$ cat config.mk
export PLATFORM = sky130hd
export DESIGN_NAME = icache_fetch_ctrl_flat
export DESIGN_NICKNAME = d
export VERILOG_FILES = /design/src/icache_pkg.sv /design/src/icache_array_if.sv /design/src/icache_fetch_ctrl.sv /design/src/flat_wrapper.sv
export SDC_FILE = /design/constraint.sdc
export NUM_CORES = 1
export LEC_CHECK = 0
export ABC_AREA = 1
export BUFFER_PORTS_ARGS = -buffer_cell sky130_fd_sc_hd__buf_2
export CAP_MARGIN = 20
export CORE_AREA = 5 5 168 170
export DETAILED_ROUTE_END_ITERATION = 8
export DIE_AREA = 0 0 173 175
export SLEW_MARGIN = 15
export SYNTH_ARGS = -nofsm -noshare
export SYNTH_HDL_FRONTEND = slang
export SYNTH_SLANG_ARGS = --single-unit
$ cat constraint.sdc
create_clock -name clk_i -period 4.5 [get_ports clk_i]
set_clock_uncertainty 0.1 [all_clocks]
set_input_delay 1.35 -clock clk_i [delete_from_list [all_inputs] [get_ports clk_i]]
set_output_delay 1.35 -clock clk_i [all_outputs]
set_load 0.05 [all_outputs]
$ cat src/icache_pkg.sv
package icache_pkg;

  //////////////////////////////
  // Cache geometry
  //////////////////////////////

  localparam int ADDR_WIDTH     = 32;
  localparam int WAYS_WIDTH     = 2;
  localparam int NUM_WAYS       = 4;
  localparam int SETS_WIDTH     = 4;
  localparam int NUM_SETS       = 16;
  localparam int WORD_IDX_WIDTH = 4;
  localparam int LINE_WORDS     = 16;
  // Everything above the set index and the 6 line offset bits
  localparam int TAG_WIDTH      = ADDR_WIDTH - SETS_WIDTH - 6;

  typedef logic [ADDR_WIDTH-1:0]     addr_t;
  typedef logic [31:0]               word_t;
  typedef logic [TAG_WIDTH-1:0]      tag_bits_t;
  typedef logic [SETS_WIDTH-1:0]     set_idx_t;
  typedef logic [WORD_IDX_WIDTH-1:0] word_idx_t;
  typedef logic [WAYS_WIDTH-1:0]     way_idx_t;
  typedef logic [NUM_WAYS-1:0]       way_mask_t;

  //////////////////////////////
  // State machines
  //////////////////////////////

  typedef enum logic [1:0] {
    LOCK_NONE,
    LOCK_REFILL,
    LOCK_FETCH,
    LOCK_FLUSH
  } lock_holder_e;

  typedef enum logic [1:0] {
    REFILL_IDLE,
    REFILL_PROGRESS,
    REFILL_COMPLETE
  } refill_state_e;

  typedef enum logic [1:0] {
    FLUSH_RESET,
    FLUSH_IDLE,
    FLUSH_DONE
  } flush_state_e;

  typedef enum logic [2:0] {
    FETCH_IDLE,
    FETCH_LOOKUP,
    FETCH_REPLAY,
    FETCH_FILL,
    FETCH_EXC_WAIT,
    FETCH_EXC,
    FETCH_FLUSH
  } fetch_state_e;

endpackage

$ cat src/icache_array_if.sv
interface icache_array_if (
  input logic clk_i
);

  // Lock handshake, pulses from the agent
  logic                   lock_acq;
  logic                   lock_rel;
  logic                   locking;
  logic                   locked;

  // Array write request
  logic                   wr_tag_req;
  logic                   wr_data_req;
  icache_pkg::way_mask_t  wr_ways;
  icache_pkg::set_idx_t   wr_set;
  icache_pkg::word_idx_t  wr_word;
  icache_pkg::tag_bits_t  wr_tag;
  logic                   wr_tag_valid;
  icache_pkg::word_t      wr_data;

  // Array read, only the fetch agent issues these
  logic                   rd_req;
  icache_pkg::set_idx_t   rd_set;
  icache_pkg::word_idx_t  rd_word;
  icache_pkg::tag_bits_t  rd_tags [icache_pkg::NUM_WAYS];
  icache_pkg::way_mask_t  rd_tag_valids;
  icache_pkg::word_t      rd_words [icache_pkg::NUM_WAYS];

  modport agent (
    output lock_acq, lock_rel, wr_tag_req, wr_data_req, wr_ways, wr_set, wr_word,
    output wr_tag, wr_tag_valid, wr_data, rd_req, rd_set, rd_word,
    input  locking, locked, rd_tags, rd_tag_valids, rd_words
  );

  modport arbiter (
    input  lock_acq, lock_rel, wr_tag_req, wr_data_req, wr_ways, wr_set, wr_word,
    input  wr_tag, wr_tag_valid, wr_data, rd_req, rd_set, rd_word,
    output locking, locked, rd_tags, rd_tag_valids, rd_words
  );

  // An agent only gives back a lock the arbiter has actually handed it
  a_rel_when_locked: assert property (@(posedge clk_i) lock_rel |-> locked);

endinterface

$ cat src/icache_fetch_ctrl.sv
module icache_fetch_ctrl (
  input  logic                               clk_i,
  input  logic                               rst_ni,
  icache_array_if.agent                      arr,
  input  logic                               req_valid_i,
  input  icache_pkg::addr_t                  req_pc_i,
  input  logic                               req_flush_i,
  output logic                               resp_valid_o,
  output icache_pkg::word_t                  resp_instr_o,
  output logic                               resp_exception_o,
  output logic                               mem_req_valid_o,
  output icache_pkg::addr_t                  mem_req_addr_o,
  input  logic                               mem_req_ready_i,
  output icache_pkg::way_idx_t               fill_way_o,
  output logic [icache_pkg::ADDR_WIDTH-7:0]  fill_line_o,
  input  logic                               fill_last_i,
  input  logic                               fill_denied_i,
  output logic                               flush_req_o,
  input  logic                               flush_done_i
);
  import icache_pkg::*;

  fetch_state_e state_q, state_d;
  addr_t        pc_q;
  way_idx_t     evict_q, evict_d;
  way_idx_t     way_q, way_d;
  logic         req_sent_q, req_sent_d;

  // New requests address the array directly, replays reuse the latched PC
  wire addr_t rd_pc = req_valid_i ? req_pc_i : pc_q;

  assign arr.rd_set       = rd_pc[SETS_WIDTH+5:6];
  assign arr.rd_word      = rd_pc[5:2];
  assign arr.wr_tag_req   = 1'b0;
  assign arr.wr_data_req  = 1'b0;
  assign arr.wr_ways      = '0;
  assign arr.wr_set       = '0;
  assign arr.wr_word      = '0;
  assign arr.wr_tag       = '0;
  assign arr.wr_tag_valid = 1'b0;
  assign arr.wr_data      = '0;

  assign mem_req_addr_o = {pc_q[ADDR_WIDTH-1:6], 6'd0};
  assign fill_line_o    = pc_q[ADDR_WIDTH-1:6];
  assign fill_way_o     = way_q;

  //////////////////////////////
  // Tag compare and victim
  //////////////////////////////

  way_mask_t hit;
  way_idx_t  hit_way;
  way_idx_t  victim;

  always_comb begin
    hit     = '0;
    hit_way = '0;
    victim  = evict_q;
    // Walk down so the lowest way wins both searches
    for (int w = NUM_WAYS - 1; w >= 0; w--) begin
      if (arr.rd_tag_valids[w] && arr.rd_tags[w] == pc_q[ADDR_WIDTH-1:SETS_WIDTH+6]) begin
        hit[w]  = 1'b1;
        hit_way = way_idx_t'(w);
      end
      if (!arr.rd_tag_valids[w]) begin
        victim = way_idx_t'(w);
      end
    end
  end

  assign resp_instr_o     = arr.rd_words[hit_way];
  assign resp_exception_o = state_q == FETCH_EXC;

  //////////////////////////////
  // Main FSM
  //////////////////////////////

  always_comb begin
    state_d         = state_q;
    evict_d         = evict_q;
    way_d           = way_q;
    req_sent_d      = req_sent_q;
    arr.lock_acq    = 1'b0;
    arr.lock_rel    = 1'b0;
    arr.rd_req      = 1'b0;
    resp_valid_o    = 1'b0;
    mem_req_valid_o = 1'b0;
    flush_req_o     = 1'b0;
    unique case (state_q)
      FETCH_IDLE: ;
      FETCH_LOOKUP: begin
        arr.lock_rel = 1'b1;
        if (|hit) begin
          resp_valid_o = 1'b1;
          state_d      = FETCH_IDLE;
        end else begin
          way_d      = victim;
          evict_d    = evict_q + 1'b1;
          req_sent_d = 1'b0;
          state_d    = FETCH_FILL;
        end
      end
      FETCH_REPLAY: begin
        arr.rd_req = 1'b1;
        if (arr.locking) state_d = FETCH_LOOKUP;
      end
      FETCH_FILL: begin
        mem_req_valid_o = !req_sent_q;
        if (mem_req_ready_i) req_sent_d = 1'b1;
        // Refill passes the lock over on success, so only a fault needs it back
        if (fill_last_i) state_d = fill_denied_i ? FETCH_EXC_WAIT : FETCH_REPLAY;
      end
      FETCH_EXC_WAIT: begin
        if (arr.locked) begin
          arr.lock_rel = 1'b1;
          state_d      = FETCH_EXC;
        end
      end
      FETCH_EXC: begin
        resp_valid_o = 1'b1;
        state_d      = FETCH_IDLE;
      end
      FETCH_FLUSH: begin
        if (flush_done_i) begin
          arr.lock_acq = 1'b1;
          state_d      = FETCH_REPLAY;
        end
      end
      default: state_d = FETCH_IDLE;
    endcase

    if (req_valid_i) begin
      if (req_flush_i) begin
        flush_req_o = 1'b1;
        state_d     = FETCH_FLUSH;
      end else begin
        arr.lock_acq = 1'b1;
        arr.rd_req   = 1'b1;
        state_d      = arr.locking ? FETCH_LOOKUP : FETCH_REPLAY;
      end
    end
  end

  always_ff @(posedge clk_i or negedge rst_ni) begin
    if (!rst_ni) begin
      state_q    <= FETCH_IDLE;
      evict_q    <= '0;
      req_sent_q <= 1'b0;
    end else begin
      state_q    <= state_d;
      evict_q    <= evict_d;
      req_sent_q <= req_sent_d;
    end
  end

  always_ff @(posedge clk_i) begin
    way_q <= way_d;
    if (req_valid_i) pc_q <= req_pc_i;
  end

  a_req_addr_stable: assert property (@(posedge clk_i) disable iff (!rst_ni)
    mem_req_valid_o && !mem_req_ready_i |=> $stable(mem_req_addr_o));

endmodule

$ cat src/flat_wrapper.sv
// flat-port wrapper written by rule: the top's interface ports become plain ports
module icache_fetch_ctrl_flat import icache_pkg::*;
  (clk_i, rst_ni, req_valid_i, req_pc_i, req_flush_i, resp_valid_o, resp_instr_o, resp_exception_o, mem_req_valid_o, mem_req_addr_o, mem_req_ready_i, fill_way_o, fill_line_o, fill_last_i, fill_denied_i, flush_req_o, flush_done_i, arr_lock_acq, arr_lock_rel, arr_wr_tag_req, arr_wr_data_req, arr_wr_ways, arr_wr_set, arr_wr_word, arr_wr_tag, arr_wr_tag_valid, arr_wr_data, arr_rd_req, arr_rd_set, arr_rd_word, arr_locking, arr_locked, arr_rd_tags, arr_rd_tag_valids, arr_rd_words);
  icache_array_if arr_i (.clk_i(clk_i));
  input  logic clk_i;
  input  logic rst_ni;
  input  logic req_valid_i;
  input  icache_pkg::addr_t req_pc_i;
  input  logic req_flush_i;
  output logic resp_valid_o;
  output icache_pkg::word_t resp_instr_o;
  output logic resp_exception_o;
  output logic mem_req_valid_o;
  output icache_pkg::addr_t mem_req_addr_o;
  input  logic mem_req_ready_i;
  output icache_pkg::way_idx_t fill_way_o;
  output logic [icache_pkg::ADDR_WIDTH-7:0] fill_line_o;
  input  logic fill_last_i;
  input  logic fill_denied_i;
  output logic flush_req_o;
  input  logic flush_done_i;
  output wire logic [$bits(arr_i.lock_acq)-1:0] arr_lock_acq;
  output wire logic [$bits(arr_i.lock_rel)-1:0] arr_lock_rel;
  output wire logic [$bits(arr_i.wr_tag_req)-1:0] arr_wr_tag_req;
  output wire logic [$bits(arr_i.wr_data_req)-1:0] arr_wr_data_req;
  output wire logic [$bits(arr_i.wr_ways)-1:0] arr_wr_ways;
  output wire logic [$bits(arr_i.wr_set)-1:0] arr_wr_set;
  output wire logic [$bits(arr_i.wr_word)-1:0] arr_wr_word;
  output wire logic [$bits(arr_i.wr_tag)-1:0] arr_wr_tag;
  output wire logic [$bits(arr_i.wr_tag_valid)-1:0] arr_wr_tag_valid;
  output wire logic [$bits(arr_i.wr_data)-1:0] arr_wr_data;
  output wire logic [$bits(arr_i.rd_req)-1:0] arr_rd_req;
  output wire logic [$bits(arr_i.rd_set)-1:0] arr_rd_set;
  output wire logic [$bits(arr_i.rd_word)-1:0] arr_rd_word;
  input wire logic [$bits(arr_i.locking)-1:0] arr_locking;
  input wire logic [$bits(arr_i.locked)-1:0] arr_locked;
  input wire logic [$bits(arr_i.rd_tags)-1:0] arr_rd_tags;
  input wire logic [$bits(arr_i.rd_tag_valids)-1:0] arr_rd_tag_valids;
  input wire logic [$bits(arr_i.rd_words)-1:0] arr_rd_words;
  assign arr_lock_acq = arr_i.lock_acq;
  assign arr_lock_rel = arr_i.lock_rel;
  assign arr_wr_tag_req = arr_i.wr_tag_req;
  assign arr_wr_data_req = arr_i.wr_data_req;
  assign arr_wr_ways = arr_i.wr_ways;
  assign arr_wr_set = arr_i.wr_set;
  assign arr_wr_word = arr_i.wr_word;
  assign arr_wr_tag = arr_i.wr_tag;
  assign arr_wr_tag_valid = arr_i.wr_tag_valid;
  assign arr_wr_data = arr_i.wr_data;
  assign arr_rd_req = arr_i.rd_req;
  assign arr_rd_set = arr_i.rd_set;
  assign arr_rd_word = arr_i.rd_word;
  assign arr_i.locking = arr_locking;
  assign arr_i.locked = arr_locked;
  assign arr_i.rd_tags = {>>{arr_rd_tags}};
  assign arr_i.rd_tag_valids = arr_rd_tag_valids;
  assign arr_i.rd_words = {>>{arr_rd_words}};
  icache_fetch_ctrl u_core (.clk_i(clk_i), .rst_ni(rst_ni), .arr(arr_i), .req_valid_i(req_valid_i), .req_pc_i(req_pc_i), .req_flush_i(req_flush_i), .resp_valid_o(resp_valid_o), .resp_instr_o(resp_instr_o), .resp_exception_o(resp_exception_o), .mem_req_valid_o(mem_req_valid_o), .mem_req_addr_o(mem_req_addr_o), .mem_req_ready_i(mem_req_ready_i), .fill_way_o(fill_way_o), .fill_line_o(fill_line_o), .fill_last_i(fill_last_i), .fill_denied_i(fill_denied_i), .flush_req_o(flush_req_o), .flush_done_i(flush_done_i));
endmodule
# Word-level counts from Yosys, hierarchy flattened
# Cells that the tools add are included.
op_classes:
  add_sub_neg: 1
  order_cmp: 1
  n_eq_ne: 17
  muxes: 42
  bitwise_logic: 2
  reduce_logical: 12
ops:
  columns: ["operator", "n"]
  rows:
  - ["$eq A22 B22 Y1", 4]
  - ["$bmux W32 S2", 1]
  - ["$mux W32", 2]
  - ["$mux W3", 7]
  - ["$mux W1", 19]
  - ["$pmux W3 S6", 1]
  - ["$mux W2", 8]
  - ["$ne A3 B3 Y1 const B", 4]
  - ["$mux W10", 1]
  - ["$eq A3 B3 Y1 const B", 3]
  - ["$eq A3 B2 Y1 const B", 2]
  - ["$ne A2 B2 Y1 const B", 3]
  - ["$pmux W1 S2", 3]
  - ["$reduce_and A5 Y1", 1]
  - ["$logic_and A1 B1 Y1", 4]
  - ["$reduce_and A2 Y1", 2]
  - ["$reduce_or A4 Y1", 1]
  - ["$eq A3 B1 Y1 const B", 1]
  - ["$ge A3 B3 Y1 const B", 1]
  - ["$logic_not A3 Y1", 1]
  - ["$not A2 Y3", 1]
  - ["$reduce_and A3 Y1", 1]
  - ["$add A2 B1 Y2 const B", 1]
  - ["$reduce_bool A2 Y1", 1]
  - ["2 further kinds", 2]
word_totals:
  ff_bits: 40
  in_bits: 262
  elab_cells: 82

# Depth between registers and ports, before layout
# Gate-level depths: netlist of run 1.
depth:
  ltp_word: 10
  depth_mapped: 15
  ltp_nobuf: 14

# Least setup slack after synthesis of run 1
# Ideal clock, no wire load.
synth_path:
  kind: "in2out"
  start: "in arr_rd_tags[0]"
  end: "out resp_instr_o[10]"
  t_arrival_ns: 2.777
  t_required_ns: 3.050
  path_slack_ns: 0.273
  stages: 14
  n_path_buf: 1
  cell_sequence: "inv_1 > nand2_1 > nand3_1 > or2_1 > nor2_2 > nand2_1 > nor2_2 > nand2_2 > nand2_4 > nand2_4 > buf_6 > nand2_1 > nand3_1 > nand2_1"
synth_between:
  elab_chain_cells: 10
synth_lines:
  columns: ["item", "line_no", "rtl"]
  rows:
  - ["start, declared", "flat_wrapper.sv:37", "input wire logic [$bits(arr_i.rd_tags)-1:0] arr_rd_tags;"]
  - ["$eq A22 B22 Y1", "icache_fetch_ctrl.sv:61", "if (arr.rd_tag_valids[w] && arr.rd_tags[w] == pc_q[ADDR_WIDTH-1:SETS_WIDTH+6]) begin"]
  - ["$logic_and A1 B1 Y1", "icache_fetch_ctrl.sv:61", null]
  - ["$mux W2 (4 in a row)", "icache_fetch_ctrl.sv:61", null]
  - ["$not A2 Y3 (not written as such)", "icache_fetch_ctrl.sv:71", "assign resp_instr_o = arr.rd_words[hit_way];"]
  - ["$bmux W32 S2", "icache_fetch_ctrl.sv:71", null]
  - ["$mux W32 (not written as such) (2 in a row)", "icache_fetch_ctrl.sv:71", null]
  - ["end, declared", "flat_wrapper.sv:11", "output icache_pkg::word_t resp_instr_o;"]
# Every way passes these cells. The select of a mux whose other input is x is not followed.

# Worst setup path in the final report of run 1
layout_path:
  start: "in arr_rd_tags[9]"
  end: "out resp_instr_o[11]"
# The elaborated chain is that of the path after synthesis.

==> metrics.yaml, run 1 <==
crit_family: "simple AND/OR/NAND/NOR gates"
setup-tns-final_ns: -2.57
dieWidth_um: 173
initial_core_util: 0.240
pre_cts_slack_ns: -0.345
timing.final.crit_share: 1.04
cts_tree: "done"
layout.nets: 1906
yosysWarningCount: 0
viasPerCell: 4.40
max_stage_delay_ns: 0.23
violations: "negative setup slack"
grt_pass1_vias: 8087
portBuffers: 360
fin_crit_ns: 4.67
timing.final.ws_setup_ns: -0.165
drv_slew: 0
fp.coreArea_sq_um: 26600
clkSinkCount: 38
arrival_ns: 3.22
crit_chain: "buf_2 -> nand2_2 -> nand2_1 -> nor2_1 -> nand3_1 -> nor2_4 -> buf_4 -> nand3_4 -> a21oi_4 -> buf_12 -> clkbuf_16 -> nand3_1 -> nand2_1 -> buf_6"
final_util: 0.411
row_count: 60
power.density_nw_per_um2: 206
drv_cap: 0
post-route-cell-area_sq_um: 10900
required_ns: 3.05
cp-end-kind: "output port"
cts_buffers: 5
place.gp.congestion: 0.947
antenna_left: 0
status: "finished, violations left"
placed_area_sq_um: 8950
ys_ff_latch: 38
first_pass_iters: 5
ys_async_sr_fraction: 0.158
dp_hpwl_mm: 26.2
cp.buffers_inverters: 5
synth_cell_types: 36
routedWlPerCell_um: 16.8
fmax_ghz: 0.214
crit_path_top_delay_cell: "a21oi_4"
cts_hold_buf: 0
clock_tree.root_cell: "clkbuf_16"
avgSynthCellArea_sq_um: 5.39
grt_util_all_layers: 0.189
hold_path.class: "flip-flop to flip-flop"
remaining_drc_errors: 0
h-tree-depth: 2
grt_max_degree: 32
synthCells: 1182
synth-main-ff-cell: "edfxtp_1"
antenna_found_initial: 5
setup_viol: 32
hold_viol: 0
grt_setup_unrepaired: "yes"
crit_fanout: 8
ys_seq_area_frac: 0.162
vdd_drop_max_mv: 0.311
synth-edff-count: 24
p_leak_nw: 6.52
power_mw: 2.25
grt_pass1_wl_mm: 44.9
drive_above_1_share: 0.452
drt_wl_total_mm: 33.4
drtIter0Drc: 521
critPathKind: "input port to output port"
grt-ovfl-total: 0
crit_path_start_kind: "input port"
path_clk_slew_ns: 0.06
clockBufferDepth: 2
io_pins: 438
fp.dieH_um: 175
synthesis.area_sq_um: 6370
dieArea_sq_um: 30300
worstSkewPairLatency_ns: 0.29
areaGrowthSynthToFinish_pct: 71.4
via_count: 8746
[cells by family after synthesis]
group	share of synthesized area
and+or+nand+nor	0.464
buffers and inverters	0.331
DFF	0.162
AOI/OAI and AO/OA	0.0242
xor gates and xnor gates	0.0179
other	0.000589
[cells in the final DEF (no fill, tap or decap), types with 2 or more instances in the layout]
master | synthesis | final
inv_1 | 235 | 232
edfxtp_1 | 24 | 24
nand2_4 | 2 | 11
nand3_4 | 0 | 15
clkbuf_16 | 0 | 13
buf_6 | 11 | 30
nand3_1 | 141 | 44
buf_12 | 2 | 17
diode_2 | 0 | 2
nand3b_1 | 6 | 6
nand2_2 | 1 | 50
nand2_1 | 418 | 359
buf_8 | 0 | 20
a21oi_1 | 7 | 7
o21ai_0 | 15 | 14
inv_2 | 10 | 12
xnor2_2 | 0 | 3
dfrtp_1 | 6 | 6
nor2_1 | 106 | 97
conb_1 | 1 | 75
nand2_8 | 0 | 3
nor2_2 | 2 | 7
xnor2_1 | 12 | 9
buf_2 | 13 | 316
dfxtp_1 | 8 | 8
buf_4 | 127 | 139
nor2_4 | 0 | 4
nand3_2 | 10 | 92
buf_16 | 0 | 4
nand4_1 | 10 | 10
[Yosys cell counts (8+ instances only)]
cell | number | area share
nand4_1 | 10 | 0.0098
buf_2 | 13 | 0.010
xnor2_1 | 12 | 0.017
buf_6 | 11 | 0.019
inv_2 | 10 | 0.0059
inv_1 | 235 | 0.14
dfxtp_1 | 8 | 0.025
edfxtp_1 | 24 | 0.11
nand3_1 | 141 | 0.11
nand2_1 | 418 | 0.25
nor2_1 | 106 | 0.062
o21ai_0 | 15 | 0.012
buf_4 | 127 | 0.15
nand3_2 | 10 | 0.016
[metal layers]
metal / track usage / vias to the layer above / routed length [um]
met4: 0.0695 / 6 / 1440
met1: 0.201 / 3886 / 11700
li1: - / 4271 / -
met3: 0.0469 / 106 / 2780
met2: 0.359 / 477 / 17400
met5: 0 / - / 47
[path summary, 6_finish.rpt]
check	cells after the start	end	slack, ns	from
worst max-delay path	14	resp_instr_o[11]	-0.17	arr_rd_tags[9]
worst min-delay path	2	u_core.pc_q[5]	0.34	u_core.pc_q[5]
worst max register to register	14	u_core.state_q[0]	2.09	u_core.pc_q[22]
worst min register to register	2	u_core.pc_q[5]	0.34	u_core.pc_q[5]
max in group asynchronous	1	u_core.req_sent_q	3.36	rst_ni
min in group asynchronous	1	u_core.state_q[0]	0.78	rst_ni
[worst register-to-register path, stage by stage, from the launching register on]
cell	delay [ns]
edfxtp_1	0.65
inv_1	0.20
nand2_2	0.11
buf_4	0.10
nand2_1	0.04
nor2_1	0.14
nand2_1	0.07
nor2_1	0.11
nand3_1	0.08
nand2_1	0.17
nor2_1	0.09
nand2_1	0.17
nand2_1	0.08
nand2_1	0.10
a21oi_1	0.08
[state kept, by name (all words and copies together) (netlist names)]
name	count
u_core.pc_q	30
u_core.state_q	3
u_core.evict_q	2
u_core.fill_way_o	2
u_core.req_sent_q	1
[area by class of cell]
type / count / area (sq um)
antenna: 2 / 5.00
clock buffer: 7 / 164
clock inverter: 1 / 30.0
fill: 2727 / 15700
inverter: 246 / 940
multi-input combinational: 820 / 4430
sequential: 38 / 1030
tap: 341 / 427
timing repair buffer: 533 / 3890
[timing repair]
item	in CTS	in global routing
gates cloned	5	8
setup buffers	11	8
pin swaps	14	94
setup endpoints to repair	32	32
resized for setup	137	180
[power by group]
part           switching, mW  leakage [nW]  internal (mW)
Clock                  0.149        0.0953          0.311
Combinational          0.854          6.05          0.428
Sequential            0.0772         0.373          0.429
[metrics by stage]
stage,hold WS [ns],cells
after floorplan,0.342,1256
after global placement,0.321,1946
after detailed placement,0.326,1946
after CTS,0.341,1970
after global routing,0.382,1988
final,0.339,1988
(Power assumes the default switching activity.)
==> inputs of run 2 (changes only) <==
- CTS_BUF_LIST: default -> sky130_fd_sc_hd__clkbuf_16
- REMOVE_ABC_BUFFERS: default -> 1
- SLEW_MARGIN: 15 -> 20
==> metrics.yaml, run 2 (synthesis results as in run 1) <==
seq_area_sq_um: 1030  # unchanged
max_stage_delay_ns: 0.16  # -0.07 ns
routedWlPerCell_um: 16.5  # -1.9%
finalNonFillerCells: 1975  # -0.65%
drv_slew: 0  # unchanged
clockBufferDepth: 2  # unchanged
first_pass_iters: 5  # unchanged
power.density_nw_per_um2: 210  # +1.9%
fin_crit_ns: 4.60  # -0.0628 ns
layout.nets: 1888  # -0.94%
crit_path_top_delay_cell: "nor2_1"
clkSinkCount: 38  # unchanged
crit_path_start_kind: "input port"
crit_family: "simple AND/OR/NAND/NOR gates"
row_count: 60  # unchanged
cts_buffers: 5  # unchanged
h-tree-depth: 2  # unchanged
clock_tree.root_cell: "clkbuf_16"
required_ns: 3.05  # about the same
cts_hold_buf: 0  # unchanged
dieWidth_um: 173  # unchanged
status: "finished, violations left"
grt_pass1_vias: 7922  # -2.0%
final_cell_mix: "331 x nand2_1, 314 x buf_2, 227 x inv_1"
pre_cts_slack_ns: -0.341  # +0.00414 ns
portBuffers: 360  # unchanged
arrival_ns: 3.15  # -0.07 ns
path_clk_slew_ns: 0.06  # about the same
grt-ovfl-total: 0  # unchanged
grt_setup_unrepaired: "yes"
remaining_drc_errors: 0  # unchanged
grt_max_degree: 33  # +3.1%
timing.final.crit_share: 1.02  # -0.0140
antenna_found_initial: 14  # +9
fmax_ghz: 0.217  # +1.4%
dieArea_sq_um: 30300  # unchanged
fp.dieH_um: 175  # unchanged
crit_fanout: 7  # -1
top_register: "u_core.pc_q"
violations: "negative setup slack"
hold_viol: 0  # unchanged
vdd_drop_max_mv: 0.377  # +21%
viasPerCell: 4.32  # -1.8%
largestRegisters: "u_core.pc_q: 30 flops, u_core.state_q: 3 flops"
critPathKind: "input port to output port"
multi_input_area_sq_um: 4130  # -6.9%
via_count: 8530  # -2.5%
drt_wl_total_mm: 32.5  # -2.6%
final_common_cell: "nand2_1"
drv_cap: 0  # unchanged
grt_pass1_wl_mm: 43.9  # -2.2%
grt_util_all_layers: 0.186  # -0.00347
cp.buffers_inverters: 4  # -1
worstSkewPairLatency_ns: 0.29  # about the same
areaGrowthSynthToFinish_pct: 64.8
timing.final.ws_setup_ns: -0.102  # +0.0628 ns
setup_viol: 32  # unchanged
largest_reg_flops: 30  # unchanged
cp-end-kind: "output port"
io_pins: 438  # unchanged
initial_core_util: 0.240  # unchanged
num-fill-cells: 2828  # +3.7%
hold_path.class: "flip-flop to flip-flop"
holdWs_ns: 0.346  # +0.00683 ns
dp_hpwl_mm: 26.1  # -0.48%
p_leak_nw: 6.37  # -2.2%
cts_tree: "done"
drive_above_1_share: 0.438  # -0.0140
place.gp.congestion: 0.934  # -1.4%
antenna_left: 0  # unchanged
crit_chain: "buf_2 -> nand2_2 -> nand2_2 -> nor2_2 -> nand4_1 -> nor2_1 -> nand3_2 -> nand2_4 -> nand2_8 -> nand2_8 -> clkbuf_16 -> clkbuf_16 -> nand2_1 -> nand3_1 -> nand2_1 -> buf_6"
fp.coreArea_sq_um: 26600  # unchanged
drtIter0Drc: 494  # -5.2%
place_inst: 1933  # -0.67%
## run 2: timing repair
action,4_1_cts,5_1_grt
endpoints found under the setup margin,32,32
cloned,2,10
gates resized for setup,87,180
hold endpoints to repair,0,0
pin swaps,10,51
buffers inserted,5,10
## run 2: layout make-up
class,instances,area share
inverters,246,0.0887
well taps,341,0.0407
diodes,7,0.00167
repair buffers,517,0.360
flip-flops and latches,38,0.0983
multi-input cells,818,0.393
clock buffers,7,0.0167
clock inverters,1,0.000835
## run 2: final timing paths
kind	from	to	slack, ns	cells after the start
worst min register to register	u_core.pc_q[5]	u_core.pc_q[5]	0.35	2
max in group asynchronous	rst_ni	u_core.evict_q[1]	3.37	1
min in group asynchronous	rst_ni	u_core.state_q[0]	0.78	1
worst max-delay path	arr_rd_tags[29]	resp_instr_o[10]	-0.10	16
worst min-delay path	u_core.pc_q[5]	u_core.pc_q[5]	0.35	2
worst max register to register	u_core.pc_q[28]	u_core.fill_way_o[1]	2.14	12
## run 2: report_power, final
part	total, mW	switching (mW)	internal, mW
sequential	0.503	0.0739	0.429
combinational	1.27	0.854	0.421
clock	0.424	0.151	0.274
total	2.20	1.08	1.12
## run 2: per-stage QoR
step                utilization  power, mW  area (sq um)  TNS [ns]
global route              0.394       2.33         10500     -5.09
global placement          0.336       1.70          8930     -7.91
CTS                       0.358       2.16          9500    -0.449
floorplan                     -       1.24          5460    -59.72
detailed placement        0.336       1.70          8930     -8.86
finish                    0.395       2.20         10500     -2.01
## run 2: layer usage
| layer | share of wire | global-route usage | up-vias |
|---|---|---|---|
| met1 | 0.34 | 0.191 | 3760 |
| met3 | 0.092 | 0.0550 | 80 |
| met2 | 0.53 | 0.362 | 445 |
| li1 | - | - | 4229 |
| met5 | 0.0035 | 0 | - |
| met4 | 0.036 | 0.0532 | 16 |
## run 2: worst reg2reg max path, stage by stage (launching register included)
cell and delay, ns:
edfxtp_1 0.57, inv_1 0.26, nand2_2 0.09, buf_4 0.14, nand2_1 0.04, nor2_1 0.04
nand2_1 0.06, nor2_1 0.05, nand3_1 0.07, nand2_1 0.13, nor2_1 0.19, nand2_1 0.17
inv_1 0.15
