<file path="config.mk">
export PLATFORM = sky130hd
export DESIGN_NAME = icache_lock_arbiter_flat
export DESIGN_NICKNAME = d
export VERILOG_FILES = /design/src/icache_pkg.sv /design/src/icache_array_if.sv /design/src/icache_lock_arbiter.sv /design/src/flat_wrapper.sv
export SDC_FILE = /design/constraint.sdc
export NUM_CORES = 1
export LEC_CHECK = 0
export ABC_AREA = 0
export BUFFER_PORTS_ARGS = -buffer_cell sky130_fd_sc_hd__buf_4
export CELL_PAD_IN_SITES_DETAIL_PLACEMENT = 0
export CELL_PAD_IN_SITES_GLOBAL_PLACEMENT = 1
export CORE_AREA = 8 8 468 470
export DETAILED_ROUTE_END_ITERATION = 10
export DIE_AREA = 0 0 476 478
export PLACE_DENSITY_LB_ADDON = 0.15
export RECOVER_POWER = 25
export SLEW_MARGIN = 30
export SYNTH_ARGS = -nofsm -noshare
export SYNTH_HDL_FRONTEND = slang
export SYNTH_SLANG_ARGS = --single-unit
</file>
<file path="constraint.sdc">
create_clock -name clk_i -period 1.85 [get_ports clk_i]
set_input_delay 0.185 -clock clk_i [delete_from_list [all_inputs] [get_ports clk_i]]
set_output_delay 0.185 -clock clk_i [all_outputs]
set_load 0.02 [all_outputs]
</file>
<file path="src/icache_pkg.sv">
package icache_pkg;

  //////////////////////////////
  // Cache geometry
  //////////////////////////////

  localparam int ADDR_WIDTH     = 32;
  localparam int WAYS_WIDTH     = 2;
  localparam int NUM_WAYS       = 4;
  localparam int SETS_WIDTH     = 4;
  localparam int NUM_SETS       = 16;
  localparam int WORD_IDX_WIDTH = 4;
  localparam int LINE_WORDS     = 16;
  // Everything above the set index and the 6 line offset bits
  localparam int TAG_WIDTH      = ADDR_WIDTH - SETS_WIDTH - 6;

  typedef logic [ADDR_WIDTH-1:0]     addr_t;
  typedef logic [31:0]               word_t;
  typedef logic [TAG_WIDTH-1:0]      tag_bits_t;
  typedef logic [SETS_WIDTH-1:0]     set_idx_t;
  typedef logic [WORD_IDX_WIDTH-1:0] word_idx_t;
  typedef logic [WAYS_WIDTH-1:0]     way_idx_t;
  typedef logic [NUM_WAYS-1:0]       way_mask_t;

  //////////////////////////////
  // State machines
  //////////////////////////////

  typedef enum logic [1:0] {
    LOCK_NONE,
    LOCK_REFILL,
    LOCK_FETCH,
    LOCK_FLUSH
  } lock_holder_e;

  typedef enum logic [1:0] {
    REFILL_IDLE,
    REFILL_PROGRESS,
    REFILL_COMPLETE
  } refill_state_e;

  typedef enum logic [1:0] {
    FLUSH_RESET,
    FLUSH_IDLE,
    FLUSH_DONE
  } flush_state_e;

  typedef enum logic [2:0] {
    FETCH_IDLE,
    FETCH_LOOKUP,
    FETCH_REPLAY,
    FETCH_FILL,
    FETCH_EXC_WAIT,
    FETCH_EXC,
    FETCH_FLUSH
  } fetch_state_e;

endpackage

</file>
<file path="src/icache_array_if.sv">
interface icache_array_if (
  input logic clk_i
);

  // Lock handshake, pulses from the agent
  logic                   lock_acq;
  logic                   lock_rel;
  logic                   locking;
  logic                   locked;

  // Array write request
  logic                   wr_tag_req;
  logic                   wr_data_req;
  icache_pkg::way_mask_t  wr_ways;
  icache_pkg::set_idx_t   wr_set;
  icache_pkg::word_idx_t  wr_word;
  icache_pkg::tag_bits_t  wr_tag;
  logic                   wr_tag_valid;
  icache_pkg::word_t      wr_data;

  // Array read, only the fetch agent issues these
  logic                   rd_req;
  icache_pkg::set_idx_t   rd_set;
  icache_pkg::word_idx_t  rd_word;
  icache_pkg::tag_bits_t  rd_tags [icache_pkg::NUM_WAYS];
  icache_pkg::way_mask_t  rd_tag_valids;
  icache_pkg::word_t      rd_words [icache_pkg::NUM_WAYS];

  modport agent (
    output lock_acq, lock_rel, wr_tag_req, wr_data_req, wr_ways, wr_set, wr_word,
    output wr_tag, wr_tag_valid, wr_data, rd_req, rd_set, rd_word,
    input  locking, locked, rd_tags, rd_tag_valids, rd_words
  );

  modport arbiter (
    input  lock_acq, lock_rel, wr_tag_req, wr_data_req, wr_ways, wr_set, wr_word,
    input  wr_tag, wr_tag_valid, wr_data, rd_req, rd_set, rd_word,
    output locking, locked, rd_tags, rd_tag_valids, rd_words
  );

  // An agent only gives back a lock the arbiter has actually handed it
  a_rel_when_locked: assert property (@(posedge clk_i) lock_rel |-> locked);

endinterface

</file>
<file path="src/icache_lock_arbiter.sv">
module icache_lock_arbiter (
  input  logic                  clk_i,
  input  logic                  rst_ni,
  icache_array_if.arbiter       fetch_if,
  icache_array_if.arbiter       refill_if,
  icache_array_if.arbiter       flush_if,
  input  logic                  refill_move_i,
  // Array side
  output logic                  rd_req_o,
  output icache_pkg::set_idx_t  rd_set_o,
  output icache_pkg::word_idx_t rd_word_o,
  output logic                  wr_tag_req_o,
  output logic                  wr_data_req_o,
  output icache_pkg::way_mask_t wr_ways_o,
  output icache_pkg::set_idx_t  wr_set_o,
  output icache_pkg::word_idx_t wr_word_o,
  output icache_pkg::tag_bits_t wr_tag_o,
  output logic                  wr_tag_valid_o,
  output icache_pkg::word_t     wr_data_o,
  input  icache_pkg::tag_bits_t rd_tags_i [icache_pkg::NUM_WAYS],
  input  icache_pkg::way_mask_t rd_tag_valids_i,
  input  icache_pkg::word_t     rd_words_i [icache_pkg::NUM_WAYS]
);
  import icache_pkg::*;

  lock_holder_e holder_q, holder_d;
  logic refill_pend_q, refill_pend_d;
  logic flush_pend_q, flush_pend_d;
  logic fetch_pend_q, fetch_pend_d;

  //////////////////////////////
  // Lock ownership
  //////////////////////////////

  always_comb begin
    holder_d      = holder_q;
    refill_pend_d = refill_pend_q | refill_if.lock_acq;
    flush_pend_d  = flush_pend_q | flush_if.lock_acq;
    fetch_pend_d  = fetch_pend_q | fetch_if.lock_acq;

    if (refill_if.lock_rel || flush_if.lock_rel || fetch_if.lock_rel) begin
      holder_d = LOCK_NONE;
    end
    // Completed refill hands the array straight to fetch for the replay
    if (refill_move_i) begin
      holder_d = LOCK_FETCH;
    end

    if (holder_d == LOCK_NONE) begin
      if (refill_pend_d) begin
        holder_d      = LOCK_REFILL;
        refill_pend_d = 1'b0;
      end else if (flush_pend_d) begin
        holder_d     = LOCK_FLUSH;
        flush_pend_d = 1'b0;
      end else if (fetch_pend_d) begin
        holder_d     = LOCK_FETCH;
        fetch_pend_d = 1'b0;
      end
    end
  end

  always_ff @(posedge clk_i or negedge rst_ni) begin
    if (!rst_ni) begin
      holder_q      <= LOCK_FLUSH;
      refill_pend_q <= 1'b0;
      flush_pend_q  <= 1'b0;
      fetch_pend_q  <= 1'b0;
    end else begin
      holder_q      <= holder_d;
      refill_pend_q <= refill_pend_d;
      flush_pend_q  <= flush_pend_d;
      fetch_pend_q  <= fetch_pend_d;
    end
  end

  assign refill_if.locking = holder_d == LOCK_REFILL;
  assign flush_if.locking  = holder_d == LOCK_FLUSH;
  assign fetch_if.locking  = holder_d == LOCK_FETCH;
  assign refill_if.locked  = holder_q == LOCK_REFILL;
  assign flush_if.locked   = holder_q == LOCK_FLUSH;
  assign fetch_if.locked   = holder_q == LOCK_FETCH;

  //////////////////////////////
  // Array multiplexing
  //////////////////////////////

  // Reads use the next holder so the data is ready in the first locked cycle
  assign rd_req_o  = fetch_if.rd_req && fetch_if.locking;
  assign rd_set_o  = fetch_if.rd_set;
  assign rd_word_o = fetch_if.rd_word;

  assign fetch_if.rd_tags        = rd_tags_i;
  assign fetch_if.rd_tag_valids  = rd_tag_valids_i;
  assign fetch_if.rd_words       = rd_words_i;
  assign refill_if.rd_tags       = '{default: '0};
  assign refill_if.rd_tag_valids = '0;
  assign refill_if.rd_words      = '{default: '0};
  assign flush_if.rd_tags        = '{default: '0};
  assign flush_if.rd_tag_valids  = '0;
  assign flush_if.rd_words       = '{default: '0};

  always_comb begin
    wr_tag_req_o   = 1'b0;
    wr_data_req_o  = 1'b0;
    wr_ways_o      = refill_if.wr_ways;
    wr_set_o       = refill_if.wr_set;
    wr_word_o      = refill_if.wr_word;
    wr_tag_o       = refill_if.wr_tag;
    wr_tag_valid_o = refill_if.wr_tag_valid;
    wr_data_o      = refill_if.wr_data;
    unique case (holder_q)
      LOCK_REFILL: begin
        wr_tag_req_o  = refill_if.wr_tag_req;
        wr_data_req_o = refill_if.wr_data_req;
      end
      LOCK_FLUSH: begin
        wr_tag_req_o   = flush_if.wr_tag_req;
        wr_data_req_o  = flush_if.wr_data_req;
        wr_ways_o      = flush_if.wr_ways;
        wr_set_o       = flush_if.wr_set;
        wr_word_o      = flush_if.wr_word;
        wr_tag_o       = flush_if.wr_tag;
        wr_tag_valid_o = flush_if.wr_tag_valid;
        wr_data_o      = flush_if.wr_data;
      end
      LOCK_FETCH: begin
        wr_tag_req_o   = fetch_if.wr_tag_req;
        wr_data_req_o  = fetch_if.wr_data_req;
        wr_ways_o      = fetch_if.wr_ways;
        wr_set_o       = fetch_if.wr_set;
        wr_word_o      = fetch_if.wr_word;
        wr_tag_o       = fetch_if.wr_tag;
        wr_tag_valid_o = fetch_if.wr_tag_valid;
        wr_data_o      = fetch_if.wr_data;
      end
      default: ;
    endcase
  end

  // The lock keeps agents from writing on top of each other
  a_one_writer: assert property (@(posedge clk_i) disable iff (!rst_ni)
    $onehot0({refill_if.wr_tag_req | refill_if.wr_data_req,
              flush_if.wr_tag_req | flush_if.wr_data_req,
              fetch_if.wr_tag_req | fetch_if.wr_data_req}));

endmodule

</file>
<file path="src/flat_wrapper.sv">
// flat-port wrapper written by rule: the top's interface ports become plain ports
module icache_lock_arbiter_flat import icache_pkg::*;
  (clk_i, rst_ni, refill_move_i, rd_req_o, rd_set_o, rd_word_o, wr_tag_req_o, wr_data_req_o, wr_ways_o, wr_set_o, wr_word_o, wr_tag_o, wr_tag_valid_o, wr_data_o, rd_tags_i, rd_tag_valids_i, rd_words_i, fetch_if_lock_acq, fetch_if_lock_rel, fetch_if_wr_tag_req, fetch_if_wr_data_req, fetch_if_wr_ways, fetch_if_wr_set, fetch_if_wr_word, fetch_if_wr_tag, fetch_if_wr_tag_valid, fetch_if_wr_data, fetch_if_rd_req, fetch_if_rd_set, fetch_if_rd_word, fetch_if_locking, fetch_if_locked, fetch_if_rd_tags, fetch_if_rd_tag_valids, fetch_if_rd_words, refill_if_lock_acq, refill_if_lock_rel, refill_if_wr_tag_req, refill_if_wr_data_req, refill_if_wr_ways, refill_if_wr_set, refill_if_wr_word, refill_if_wr_tag, refill_if_wr_tag_valid, refill_if_wr_data, refill_if_rd_req, refill_if_rd_set, refill_if_rd_word, refill_if_locking, refill_if_locked, refill_if_rd_tags, refill_if_rd_tag_valids, refill_if_rd_words, flush_if_lock_acq, flush_if_lock_rel, flush_if_wr_tag_req, flush_if_wr_data_req, flush_if_wr_ways, flush_if_wr_set, flush_if_wr_word, flush_if_wr_tag, flush_if_wr_tag_valid, flush_if_wr_data, flush_if_rd_req, flush_if_rd_set, flush_if_rd_word, flush_if_locking, flush_if_locked, flush_if_rd_tags, flush_if_rd_tag_valids, flush_if_rd_words);
  icache_array_if fetch_if_i (.clk_i(clk_i));
  icache_array_if refill_if_i (.clk_i(clk_i));
  icache_array_if flush_if_i (.clk_i(clk_i));
  input  logic clk_i;
  input  logic rst_ni;
  input  logic refill_move_i;
  output logic rd_req_o;
  output icache_pkg::set_idx_t rd_set_o;
  output icache_pkg::word_idx_t rd_word_o;
  output logic wr_tag_req_o;
  output logic wr_data_req_o;
  output icache_pkg::way_mask_t wr_ways_o;
  output icache_pkg::set_idx_t wr_set_o;
  output icache_pkg::word_idx_t wr_word_o;
  output icache_pkg::tag_bits_t wr_tag_o;
  output logic wr_tag_valid_o;
  output icache_pkg::word_t wr_data_o;
  input  icache_pkg::tag_bits_t rd_tags_i[icache_pkg::NUM_WAYS];
  input  icache_pkg::way_mask_t rd_tag_valids_i;
  input  icache_pkg::word_t rd_words_i[icache_pkg::NUM_WAYS];
  input wire logic [$bits(fetch_if_i.lock_acq)-1:0] fetch_if_lock_acq;
  input wire logic [$bits(fetch_if_i.lock_rel)-1:0] fetch_if_lock_rel;
  input wire logic [$bits(fetch_if_i.wr_tag_req)-1:0] fetch_if_wr_tag_req;
  input wire logic [$bits(fetch_if_i.wr_data_req)-1:0] fetch_if_wr_data_req;
  input wire logic [$bits(fetch_if_i.wr_ways)-1:0] fetch_if_wr_ways;
  input wire logic [$bits(fetch_if_i.wr_set)-1:0] fetch_if_wr_set;
  input wire logic [$bits(fetch_if_i.wr_word)-1:0] fetch_if_wr_word;
  input wire logic [$bits(fetch_if_i.wr_tag)-1:0] fetch_if_wr_tag;
  input wire logic [$bits(fetch_if_i.wr_tag_valid)-1:0] fetch_if_wr_tag_valid;
  input wire logic [$bits(fetch_if_i.wr_data)-1:0] fetch_if_wr_data;
  input wire logic [$bits(fetch_if_i.rd_req)-1:0] fetch_if_rd_req;
  input wire logic [$bits(fetch_if_i.rd_set)-1:0] fetch_if_rd_set;
  input wire logic [$bits(fetch_if_i.rd_word)-1:0] fetch_if_rd_word;
  output wire logic [$bits(fetch_if_i.locking)-1:0] fetch_if_locking;
  output wire logic [$bits(fetch_if_i.locked)-1:0] fetch_if_locked;
  output wire logic [$bits(fetch_if_i.rd_tags)-1:0] fetch_if_rd_tags;
  output wire logic [$bits(fetch_if_i.rd_tag_valids)-1:0] fetch_if_rd_tag_valids;
  output wire logic [$bits(fetch_if_i.rd_words)-1:0] fetch_if_rd_words;
  input wire logic [$bits(refill_if_i.lock_acq)-1:0] refill_if_lock_acq;
  input wire logic [$bits(refill_if_i.lock_rel)-1:0] refill_if_lock_rel;
  input wire logic [$bits(refill_if_i.wr_tag_req)-1:0] refill_if_wr_tag_req;
  input wire logic [$bits(refill_if_i.wr_data_req)-1:0] refill_if_wr_data_req;
  input wire logic [$bits(refill_if_i.wr_ways)-1:0] refill_if_wr_ways;
  input wire logic [$bits(refill_if_i.wr_set)-1:0] refill_if_wr_set;
  input wire logic [$bits(refill_if_i.wr_word)-1:0] refill_if_wr_word;
  input wire logic [$bits(refill_if_i.wr_tag)-1:0] refill_if_wr_tag;
  input wire logic [$bits(refill_if_i.wr_tag_valid)-1:0] refill_if_wr_tag_valid;
  input wire logic [$bits(refill_if_i.wr_data)-1:0] refill_if_wr_data;
  input wire logic [$bits(refill_if_i.rd_req)-1:0] refill_if_rd_req;
  input wire logic [$bits(refill_if_i.rd_set)-1:0] refill_if_rd_set;
  input wire logic [$bits(refill_if_i.rd_word)-1:0] refill_if_rd_word;
  output wire logic [$bits(refill_if_i.locking)-1:0] refill_if_locking;
  output wire logic [$bits(refill_if_i.locked)-1:0] refill_if_locked;
  output wire logic [$bits(refill_if_i.rd_tags)-1:0] refill_if_rd_tags;
  output wire logic [$bits(refill_if_i.rd_tag_valids)-1:0] refill_if_rd_tag_valids;
  output wire logic [$bits(refill_if_i.rd_words)-1:0] refill_if_rd_words;
  input wire logic [$bits(flush_if_i.lock_acq)-1:0] flush_if_lock_acq;
  input wire logic [$bits(flush_if_i.lock_rel)-1:0] flush_if_lock_rel;
  input wire logic [$bits(flush_if_i.wr_tag_req)-1:0] flush_if_wr_tag_req;
  input wire logic [$bits(flush_if_i.wr_data_req)-1:0] flush_if_wr_data_req;
  input wire logic [$bits(flush_if_i.wr_ways)-1:0] flush_if_wr_ways;
  input wire logic [$bits(flush_if_i.wr_set)-1:0] flush_if_wr_set;
  input wire logic [$bits(flush_if_i.wr_word)-1:0] flush_if_wr_word;
  input wire logic [$bits(flush_if_i.wr_tag)-1:0] flush_if_wr_tag;
  input wire logic [$bits(flush_if_i.wr_tag_valid)-1:0] flush_if_wr_tag_valid;
  input wire logic [$bits(flush_if_i.wr_data)-1:0] flush_if_wr_data;
  input wire logic [$bits(flush_if_i.rd_req)-1:0] flush_if_rd_req;
  input wire logic [$bits(flush_if_i.rd_set)-1:0] flush_if_rd_set;
  input wire logic [$bits(flush_if_i.rd_word)-1:0] flush_if_rd_word;
  output wire logic [$bits(flush_if_i.locking)-1:0] flush_if_locking;
  output wire logic [$bits(flush_if_i.locked)-1:0] flush_if_locked;
  output wire logic [$bits(flush_if_i.rd_tags)-1:0] flush_if_rd_tags;
  output wire logic [$bits(flush_if_i.rd_tag_valids)-1:0] flush_if_rd_tag_valids;
  output wire logic [$bits(flush_if_i.rd_words)-1:0] flush_if_rd_words;
  assign fetch_if_i.lock_acq = fetch_if_lock_acq;
  assign fetch_if_i.lock_rel = fetch_if_lock_rel;
  assign fetch_if_i.wr_tag_req = fetch_if_wr_tag_req;
  assign fetch_if_i.wr_data_req = fetch_if_wr_data_req;
  assign fetch_if_i.wr_ways = fetch_if_wr_ways;
  assign fetch_if_i.wr_set = fetch_if_wr_set;
  assign fetch_if_i.wr_word = fetch_if_wr_word;
  assign fetch_if_i.wr_tag = fetch_if_wr_tag;
  assign fetch_if_i.wr_tag_valid = fetch_if_wr_tag_valid;
  assign fetch_if_i.wr_data = fetch_if_wr_data;
  assign fetch_if_i.rd_req = fetch_if_rd_req;
  assign fetch_if_i.rd_set = fetch_if_rd_set;
  assign fetch_if_i.rd_word = fetch_if_rd_word;
  assign fetch_if_locking = fetch_if_i.locking;
  assign fetch_if_locked = fetch_if_i.locked;
  assign fetch_if_rd_tags = {>>{fetch_if_i.rd_tags}};
  assign fetch_if_rd_tag_valids = fetch_if_i.rd_tag_valids;
  assign fetch_if_rd_words = {>>{fetch_if_i.rd_words}};
  assign refill_if_i.lock_acq = refill_if_lock_acq;
  assign refill_if_i.lock_rel = refill_if_lock_rel;
  assign refill_if_i.wr_tag_req = refill_if_wr_tag_req;
  assign refill_if_i.wr_data_req = refill_if_wr_data_req;
  assign refill_if_i.wr_ways = refill_if_wr_ways;
  assign refill_if_i.wr_set = refill_if_wr_set;
  assign refill_if_i.wr_word = refill_if_wr_word;
  assign refill_if_i.wr_tag = refill_if_wr_tag;
  assign refill_if_i.wr_tag_valid = refill_if_wr_tag_valid;
  assign refill_if_i.wr_data = refill_if_wr_data;
  assign refill_if_i.rd_req = refill_if_rd_req;
  assign refill_if_i.rd_set = refill_if_rd_set;
  assign refill_if_i.rd_word = refill_if_rd_word;
  assign refill_if_locking = refill_if_i.locking;
  assign refill_if_locked = refill_if_i.locked;
  assign refill_if_rd_tags = {>>{refill_if_i.rd_tags}};
  assign refill_if_rd_tag_valids = refill_if_i.rd_tag_valids;
  assign refill_if_rd_words = {>>{refill_if_i.rd_words}};
  assign flush_if_i.lock_acq = flush_if_lock_acq;
  assign flush_if_i.lock_rel = flush_if_lock_rel;
  assign flush_if_i.wr_tag_req = flush_if_wr_tag_req;
  assign flush_if_i.wr_data_req = flush_if_wr_data_req;
  assign flush_if_i.wr_ways = flush_if_wr_ways;
  assign flush_if_i.wr_set = flush_if_wr_set;
  assign flush_if_i.wr_word = flush_if_wr_word;
  assign flush_if_i.wr_tag = flush_if_wr_tag;
  assign flush_if_i.wr_tag_valid = flush_if_wr_tag_valid;
  assign flush_if_i.wr_data = flush_if_wr_data;
  assign flush_if_i.rd_req = flush_if_rd_req;
  assign flush_if_i.rd_set = flush_if_rd_set;
  assign flush_if_i.rd_word = flush_if_rd_word;
  assign flush_if_locking = flush_if_i.locking;
  assign flush_if_locked = flush_if_i.locked;
  assign flush_if_rd_tags = {>>{flush_if_i.rd_tags}};
  assign flush_if_rd_tag_valids = flush_if_i.rd_tag_valids;
  assign flush_if_rd_words = {>>{flush_if_i.rd_words}};
  icache_lock_arbiter u_core (.clk_i(clk_i), .rst_ni(rst_ni), .fetch_if(fetch_if_i), .refill_if(refill_if_i), .flush_if(flush_if_i), .refill_move_i(refill_move_i), .rd_req_o(rd_req_o), .rd_set_o(rd_set_o), .rd_word_o(rd_word_o), .wr_tag_req_o(wr_tag_req_o), .wr_data_req_o(wr_data_req_o), .wr_ways_o(wr_ways_o), .wr_set_o(wr_set_o), .wr_word_o(wr_word_o), .wr_tag_o(wr_tag_o), .wr_tag_valid_o(wr_tag_valid_o), .wr_data_o(wr_data_o), .rd_tags_i(rd_tags_i), .rd_tag_valids_i(rd_tag_valids_i), .rd_words_i(rd_words_i));
endmodule
</file>
== Yosys cells after proc, flatten, opt, wreduce, memory -nomap -nowiden ==
Cells that the tools add are included.

* Output and inout bits: 744
* Bits of input ports: 463
* Bits in registers: 5
* Logic and storage cells: 37

* Reduce and logical (&&, ||, !) cells: 4
* Bitwise gates (word level): 3
* Multiplexer cells: 20
* Equality and inequality tests: 6

{| class="wikitable"
|+ Operator list
! cell !! count
|-
| $pmux 32 s2 || 1
|-
| $pmux 22 s2 || 1
|-
| $pmux 4 s2 || 3
|-
| $mux 2 || 6
|-
| $eq 2x2->1 const B || 4
|-
| $mux 1 || 6
|-
| $pmux 1 s3 || 2
|-
| $eq 2x1->1 const B || 2
|-
| $or 1x1->1 || 3
|-
| $logic_not 2->1 || 1
|-
| $logic_or 1x1->1 || 2
|-
| $pmux 1 s2 || 1
|-
| $logic_and 1x1->1 || 1
|}

== Logic depth before layout (Yosys ltp) ==
Gate-level depths: netlist of run 1.

* Word-level depth: 10
* Gate-level depth with buffers: 5
* Gate-level depth less buffers: 3

== Worst setup path before layout of run 1 ==
No wires, ideal clock.

* Path kind: reg-to-output
* From: register u_core.holder_q[1]
* To: output port wr_data_o[0]
* Setup slack: 0.299 ns
* Arrival: 1.366 ns
* Cell stages (with the launch flop): 6
* Buffers on the path: 3
* Required time: 1.665 ns
* Cells stage by stage: dfstp_2 > buf_2 > buf_2 > buf_2 > nor2_1 > a21oi_1

* Word-level cells in the longest chain between the ends: 2
* Elaborated cells on any way between the ends: 3

{| class="wikitable"
|+ Ends and longest elaborated chain
! element !! RTL line !! source
|-
| start: declaration || icache_lock_arbiter.sv:26 || <nowiki>lock_holder_e holder_q, holder_d;</nowiki>
|-
| start signal: assignment || icache_lock_arbiter.sv:70 || <nowiki>holder_q <= holder_d;</nowiki>
|-
| $eq 2x2->1 || icache_lock_arbiter.sv:112 || <nowiki>unique case (holder_q)</nowiki>
|-
| $pmux 32 s2 (*) || icache_lock_arbiter.sv:112 ||
|-
| end: declaration || flat_wrapper.sv:20 || <nowiki>output icache_pkg::word_t wr_data_o;</nowiki>
|}

Mark *: on every way between the ends. The rest lies on a longest branch, timed or not.

== Worst setup path after layout of run 1 ==
* From: register u_core.holder_q[0]
* To: output port rd_req_o

* Word-level cells in the longest chain between the ends: 8
* Elaborated cells on any way between the ends: 9

{| class="wikitable"
|+ Ends and longest elaborated chain
! element !! RTL line !! source
|-
| $mux 2 (*) || icache_lock_arbiter.sv:41 || <nowiki>if (refill_if.lock_rel || flush_if.lock_rel || fetch_if.lock_rel) begin</nowiki>
|-
| $mux 2 (*) || icache_lock_arbiter.sv:45 || <nowiki>if (refill_move_i) begin</nowiki>
|-
| $mux 2 || icache_lock_arbiter.sv:56 || <nowiki>end else if (fetch_pend_d) begin</nowiki>
|-
| $mux 2 || icache_lock_arbiter.sv:53 || <nowiki>end else if (flush_pend_d) begin</nowiki>
|-
| $mux 2 || icache_lock_arbiter.sv:50 || <nowiki>if (refill_pend_d) begin</nowiki>
|-
| $mux 2 (*) || icache_lock_arbiter.sv:49 || <nowiki>if (holder_d == LOCK_NONE) begin</nowiki>
|-
| $eq 2x2->1 (*) || icache_lock_arbiter.sv:79 || <nowiki>assign fetch_if.locking = holder_d == LOCK_FETCH;</nowiki>
|-
| $logic_and 1x1->1 (*) || icache_lock_arbiter.sv:89 || <nowiki>assign rd_req_o = fetch_if.rd_req && fetch_if.locking;</nowiki>
|-
| end: declaration || flat_wrapper.sv:10 || <nowiki>output logic rd_req_o;</nowiki>
|}

Marks and branches as above.

==> metrics, run 1 <==
Fin Setup TNS=-14270 ps; Crit path max-delay family=simple AND/OR/NAND/NOR gates; clock slew at reported path FFs=30 ps; GPL Wtd Cong=0.649; critical path peak fanout=5; Die Y=478 um; WL/cell=17.3 um; vias in the first global route=5942; yosys warns=0; clock tree buffer depth=2; mean post-synth cell area=7.29 um2; final wirelength=67400 um; Worst Skew=1.45 ps; pin count of the biggest net entering global routing=29; Seq/Total Area, Yosys=0.0188; WP data required=1660 ps; Yosys top cell by area=buf_4; total grt overflow=0; DRC errors left=0; # setup viols final=73; crit path max-delay cell type=dfstp_4; first-pass GRT wire length=75300 um; Min Clock Period, post-route=2170 ps; Worst setup SP type=flop; H-tree levels=1; RSZ-0062 raised after global routing=yes; total power=4.16 mW; CP arrival=1990 ps; row count=169; slowest cell delay on critical path=670 ps; post-placement cell count=3851; HP Class=in -> reg; Buf/Inv on CP=3; layout cells sized above 1=0.471; Initial Utilization=0.0321; wire length on met2=32600 um; Critical Path Sink Type=output pin; Sink Count=5; commonest non-fill, non-tap cell in the layout=conb_1; Area contributors post-synth=buf_4 (74%), mux2i_1 (9.9%), a21oi_1 (5.1%); worst hold path depth=2; flop2flop setup slack=110 ps; most frequent cells in the layout=conb_1 (440), buf_4 (284), buf_6 (78); Yosys reg bits=5; Yosys top cell area share=0.745; I/O Pins=1207; Routed Antenna Nets=0; via-per-instance ratio=1.29; Max Cap Violations=0; Fmax achieved=460 MHz; Iteration-0 DRC Markers=92; part of the cycle the worst path needs=1.17; Core ar.=211000 um2; Syn Inst Count=930; cell mode on critical path=buf_6; setup ws final=-322 ps; Reg2Reg Depth=5; min-delay src=refill_move_i; Inserted Clock Buffers=3; final hold violations=0; worst slack at placement=-646 ps; metal3 WL=12100 um; DRT Pass-1 Iters=4; utilization after layout=0.0538; CP Class=reg -> out; Root Buffer=clkbuf_16; peak supply drop=0.199 mV; Total GRT Usage=0.0527; initial antenna violation count=14; area grow syn2layout=67.5%; max layer used=met5; CTS tree=yes; via count=5040; port buffer count=292; fin. max-slew vios=0; dpl hpwl=61400 um; fin cells=3898; die width=476 um; Pwr Density=366 nW/um2; status=complete, but fails checks; failing checks=setup timing; CP cell instances=buf_6 -> buf_6 -> or4b_4 -> nor2_4 -> nor3b_1 -> buf_4; LEAKAGE=4.38 nW; Worst R2R End=u_core.holder_q[0]; Hold Path End=u_core.holder_q[0]; Metal-1 WL=18000 um; synth unique cells=29; Worst-Skew Late Latency=230 ps; die area=228000 um2; worst r2r src=u_core.holder_q[0]; Mapped Area=6780 um2; Nets=1540
-- worst max path at each step --
stage / start / end / slack, ps / cells after the start
4_1_cts: u_core.holder_q[0] / wr_tag_o[2] / -410 / 5
2_1_floorplan: u_core.holder_q[1] / wr_data_o[0] / 300 / 5
3_5_place_dp: u_core.holder_q[0] / wr_tag_o[2] / -650 / 5
5_1_grt: u_core.holder_q[0] / rd_req_o / -380 / 6
6_report: u_core.holder_q[0] / rd_req_o / -320 / 6
3_3_place_gp: u_core.holder_q[0] / wr_data_o[16] / -820 / 5
-- cell type report --
class / instances / area (um2)
Multi-Input combinational cell: 672 / 3950
Timing Repair Buffer: 395 / 3670
Tap cell: 2821 / 3530
Fill cell: 25100 / 200000
Clock buffer: 4 / 78.8
Sequential cell: 5 / 135
Antenna cell: 1 / 2.50
-- worst register-to-register path: stages (launching register included) --
cell	delay [ps]
dfstp_4	670
buf_6	120
buf_6	90
or4b_4	500
buf_4	160
a21oi_1	120
-- flip-flops by register name, indices dropped and copies added (netlist names) --
name	flops
u_core.fetch_pend_q	1
u_core.refill_pend_q	1
u_core.holder_q	2
u_core.flush_pend_q	1
-- where the power goes --
part	switching, mW	internal (mW)	total (mW)
clock network	0.0664	0.285	0.352
logic	2.29	1.38	3.67
registers	0.0119	0.124	0.136
-- synth_stat cells --
master and number:
a21boi_0 2, a21o_1 1, a21oi_1 69, a21oi_2 1
a221oi_1 1, a22o_1 2, a32o_1 1, and2_1 2
and2b_1 1, buf_2 14, buf_4 673, buf_6 1
buf_8 2, clkbuf_1 2, conb_1 1, dfrtp_1 3
dfstp_2 2, mux2_2 2, mux2i_1 67, nand2_1 1
nor2_1 72, nor2b_1 2, nor3_2 1, nor3b_1 1
nor4_2 1, o21ai_0 1, or2_0 1, or2_2 2
or4b_4 1
-- metrics by stage --
stage	instance area, um2	hold slack, ps
global route	11400	193
detailed placement	9600	5.60
floorplan	8430	-111
CTS	10500	176
finish	11400	188
global placement	9600	9.22
-- what timing repair did --
action	4_1_cts	5_1_grt
buffers inserted	27	19
setup endpoints to repair	74	74
pin swaps	19	37
hold buffers	1	0
cloned	1	3
gates resized for setup	128	128
hold endpoints to repair	5	0
-- per-layer routing --
metal,global-route usage,vias up
met2,0.0929,623
met5,0,-
li1,-,2126
met4,0.0305,14
met1,0.0408,2067
met3,0.0400,210
-- cell families (layout without fill, tap and decap cells) --
logic type      Yosys count  count (layout)  synth area share
compound gates           78              78            0.0616
buf+inv                 692             399             0.762
flops                     5               5            0.0188
mux                      69              69             0.102
other cells               1             441          0.000553
simple gates             85              85            0.0544
Power figures use the tool's default switching activity.
==> run 2, diff against run 1 <==
PLACE_DENSITY = 0.3   (was unset)
PLACE_DENSITY_LB_ADDON = unset   (was 0.15)
==> run 2 against run 1 <==
The run still ends with setup timing left. Total power fell by 1.6%. Critical path depth rose by 1. Hold slack got worse by 4.7 ps. Critical path type unchanged. Critical endpoint is now wr_tag_o[16]. Largest cell class unchanged.
==> metrics, run 2 (synthesized netlist as in run 1, its figures left out) <==
status=complete, but fails checks (unchanged); failing checks=setup timing (unchanged); peak supply drop=0.291 mV (was 0.199 mV); Core ar.=211000 um2 (unchanged); Fmax achieved=471 MHz (was 460 MHz); total power=4.09 mW (was 4.16 mW); max layer used=met5 (unchanged); Metal-1 WL=16300 um (was 18000 um); Buf/Inv on CP=5 (was 3); Routed Antenna Nets=0 (unchanged); RSZ-0062 raised after global routing=yes (unchanged); Iteration-0 DRC Markers=152 (was 92); first-pass GRT wire length=88500 um (was 75300 um); Min Clock Period, post-route=2120 ps (was 2170 ps); Worst-Skew Late Latency=230 ps (about the same); DRC errors left=0 (unchanged); via-per-instance ratio=1.31 (was 1.29); Worst Skew=2.52 ps (was 1.45 ps); H-tree levels=1 (unchanged); metal3 WL=23100 um (was 12100 um); row count=169 (unchanged); via count=5097 (was 5040); final hold violations=0 (unchanged); LEAKAGE=4.32 nW (was 4.38 nW); fin. max-slew vios=0 (unchanged); area grow syn2layout=66.8% (was 67.5%); HP Class=in -> reg (unchanged); Inserted Clock Buffers=3 (unchanged); GPL Wtd Cong=0.768 (was 0.649); wire length on met2=35000 um (was 32600 um); CTS tree=yes (unchanged); Crit. Startpoint=u_core.holder_q[0] (unchanged); commonest non-fill, non-tap cell in the layout=conb_1 (unchanged); Nets=1525 (was 1540); clock slew at reported path FFs=30 ps (about the same); Die Y=478 um (unchanged); Max Cap Violations=0 (unchanged); I/O Pins=1207 (unchanged); min-delay src=refill_move_i (unchanged); most frequent cells in the layout=conb_1 (440), buf_4 (267), buf_6 (78) (was conb_1 (440), buf_4 (284), buf_6 (78)); initial antenna violation count=21 (was 14); vias in the first global route=5792 (was 5942); Critical Path Sink Type=output pin (unchanged); part of the cycle the worst path needs=1.15 (was 1.17); Final Cell Area=11300 um2 (was 11400 um2); crit path max-delay cell type=dfstp_4 (unchanged); worst r2r src=u_core.holder_q[0] (unchanged); # setup viols final=73 (unchanged); max reg flops=2 (unchanged); pin count of the biggest net entering global routing=61 (was 29); CP cell instances=buf_6 -> buf_12 -> buf_12 -> mux2i_4 -> buf_6 -> a21oi_2 -> buf_4 (was buf_6 -> buf_6 -> or4b_4 -> nor2_4 -> nor3b_1 -> buf_4); CP arrival=1940 ps (was 1990 ps); Root Buffer=clkbuf_16 (unchanged); setup ws final=-274 ps (was -322 ps); clock tree buffer depth=2 (unchanged); Initial Utilization=0.0321 (unchanged); WL/cell=20.4 um (was 17.3 um); placed inst area=9620 um2 (was 9600 um2); port buffer count=292 (unchanged); Worst setup SP type=flop (unchanged); Total GRT Usage=0.0643 (was 0.0527); critical path peak fanout=7 (was 5); CP Class=reg -> out (unchanged); Pwr Density=362 nW/um2 (was 366 nW/um2); Sink Count=5 (unchanged); WP data required=1660 ps (about the same); final wirelength=79400 um (was 67400 um); slowest cell delay on critical path=660 ps (was 670 ps); DRT Pass-1 Iters=4 (unchanged); die width=476 um (unchanged); dpl hpwl=75500 um (was 61400 um); Crit path max-delay family=buffers and inverters (was simple AND/OR/NAND/NOR gates); die area=228000 um2 (unchanged); total grt overflow=0 (unchanged); largest reg by FF count=u_core.holder_q (unchanged); layout cells sized above 1=0.467 (was 0.471)
## run 2: cell count changes in the layout (fill, tap and decap cells not counted), moves of 5 or more
cell     previous run  this run
mux2i_2             6        13
buf_12             22        17
buf_4             284       267
mux2i_1            23        17
## run 2: timing repair
item                                    CTS  global route
gates cloned                              4             4
pin swaps                                31            22
gates resized for setup                 205            66
hold buffers                              1             0
endpoints found under the setup margin   74            75
setup buffers                            16             9
hold endpoints to repair                  5             0
## run 2: through the flow
stage | cells | TNS (ps) | setup slack, ps | utilization | hold slack, ps
floorplan | 1369 | 0 | 299 | - | -111
global placement | 3852 | -4600 | -272 | 0.0456 | -2.83
detailed placement | 3852 | -4660 | -276 | 0.0456 | 2.79
CTS | 3874 | -19060 | -350 | 0.0515 | 177
global route | 3883 | -18990 | -362 | 0.0535 | 195
finish | 3886 | -14480 | -274 | 0.0536 | 184
## run 2: final timing paths
| path | to | slack, ps | depth (start not counted) |
|---|---|---|---|
| min | u_core.holder_q[0] | 180 | 2 |
| max | wr_tag_o[16] | -270 | 7 |
| min in group asynchronous | u_core.refill_pend_q | 470 | 2 |
| min reg2reg | u_core.refill_pend_q | 610 | 2 |
| max in group asynchronous | u_core.holder_q[1] | 1180 | 2 |
| max reg2reg | u_core.fetch_pend_q | 200 | 7 |
## run 2: layout make-up
cell class	count	area, um2
flip-flops and latches	5	135
clock buffers	4	78.8
diodes	4	10.0
multi-input cells	672	3970
well taps	2821	3530
fillers	25100	200000
repair buffers	380	3590
## run 2: power breakdown
group	internal, mW	switching (mW)	total [mW]
logic	1.37	2.23	3.61
registers	0.124	0.0114	0.135
clock network	0.285	0.0665	0.352
## run 2: layer usage
layer	vias up	GRT usage
met3	192	0.0846
met5	-	0
met1	2109	0.0382
met4	18	0.0358
li1	2093	-
met2	685	0.102
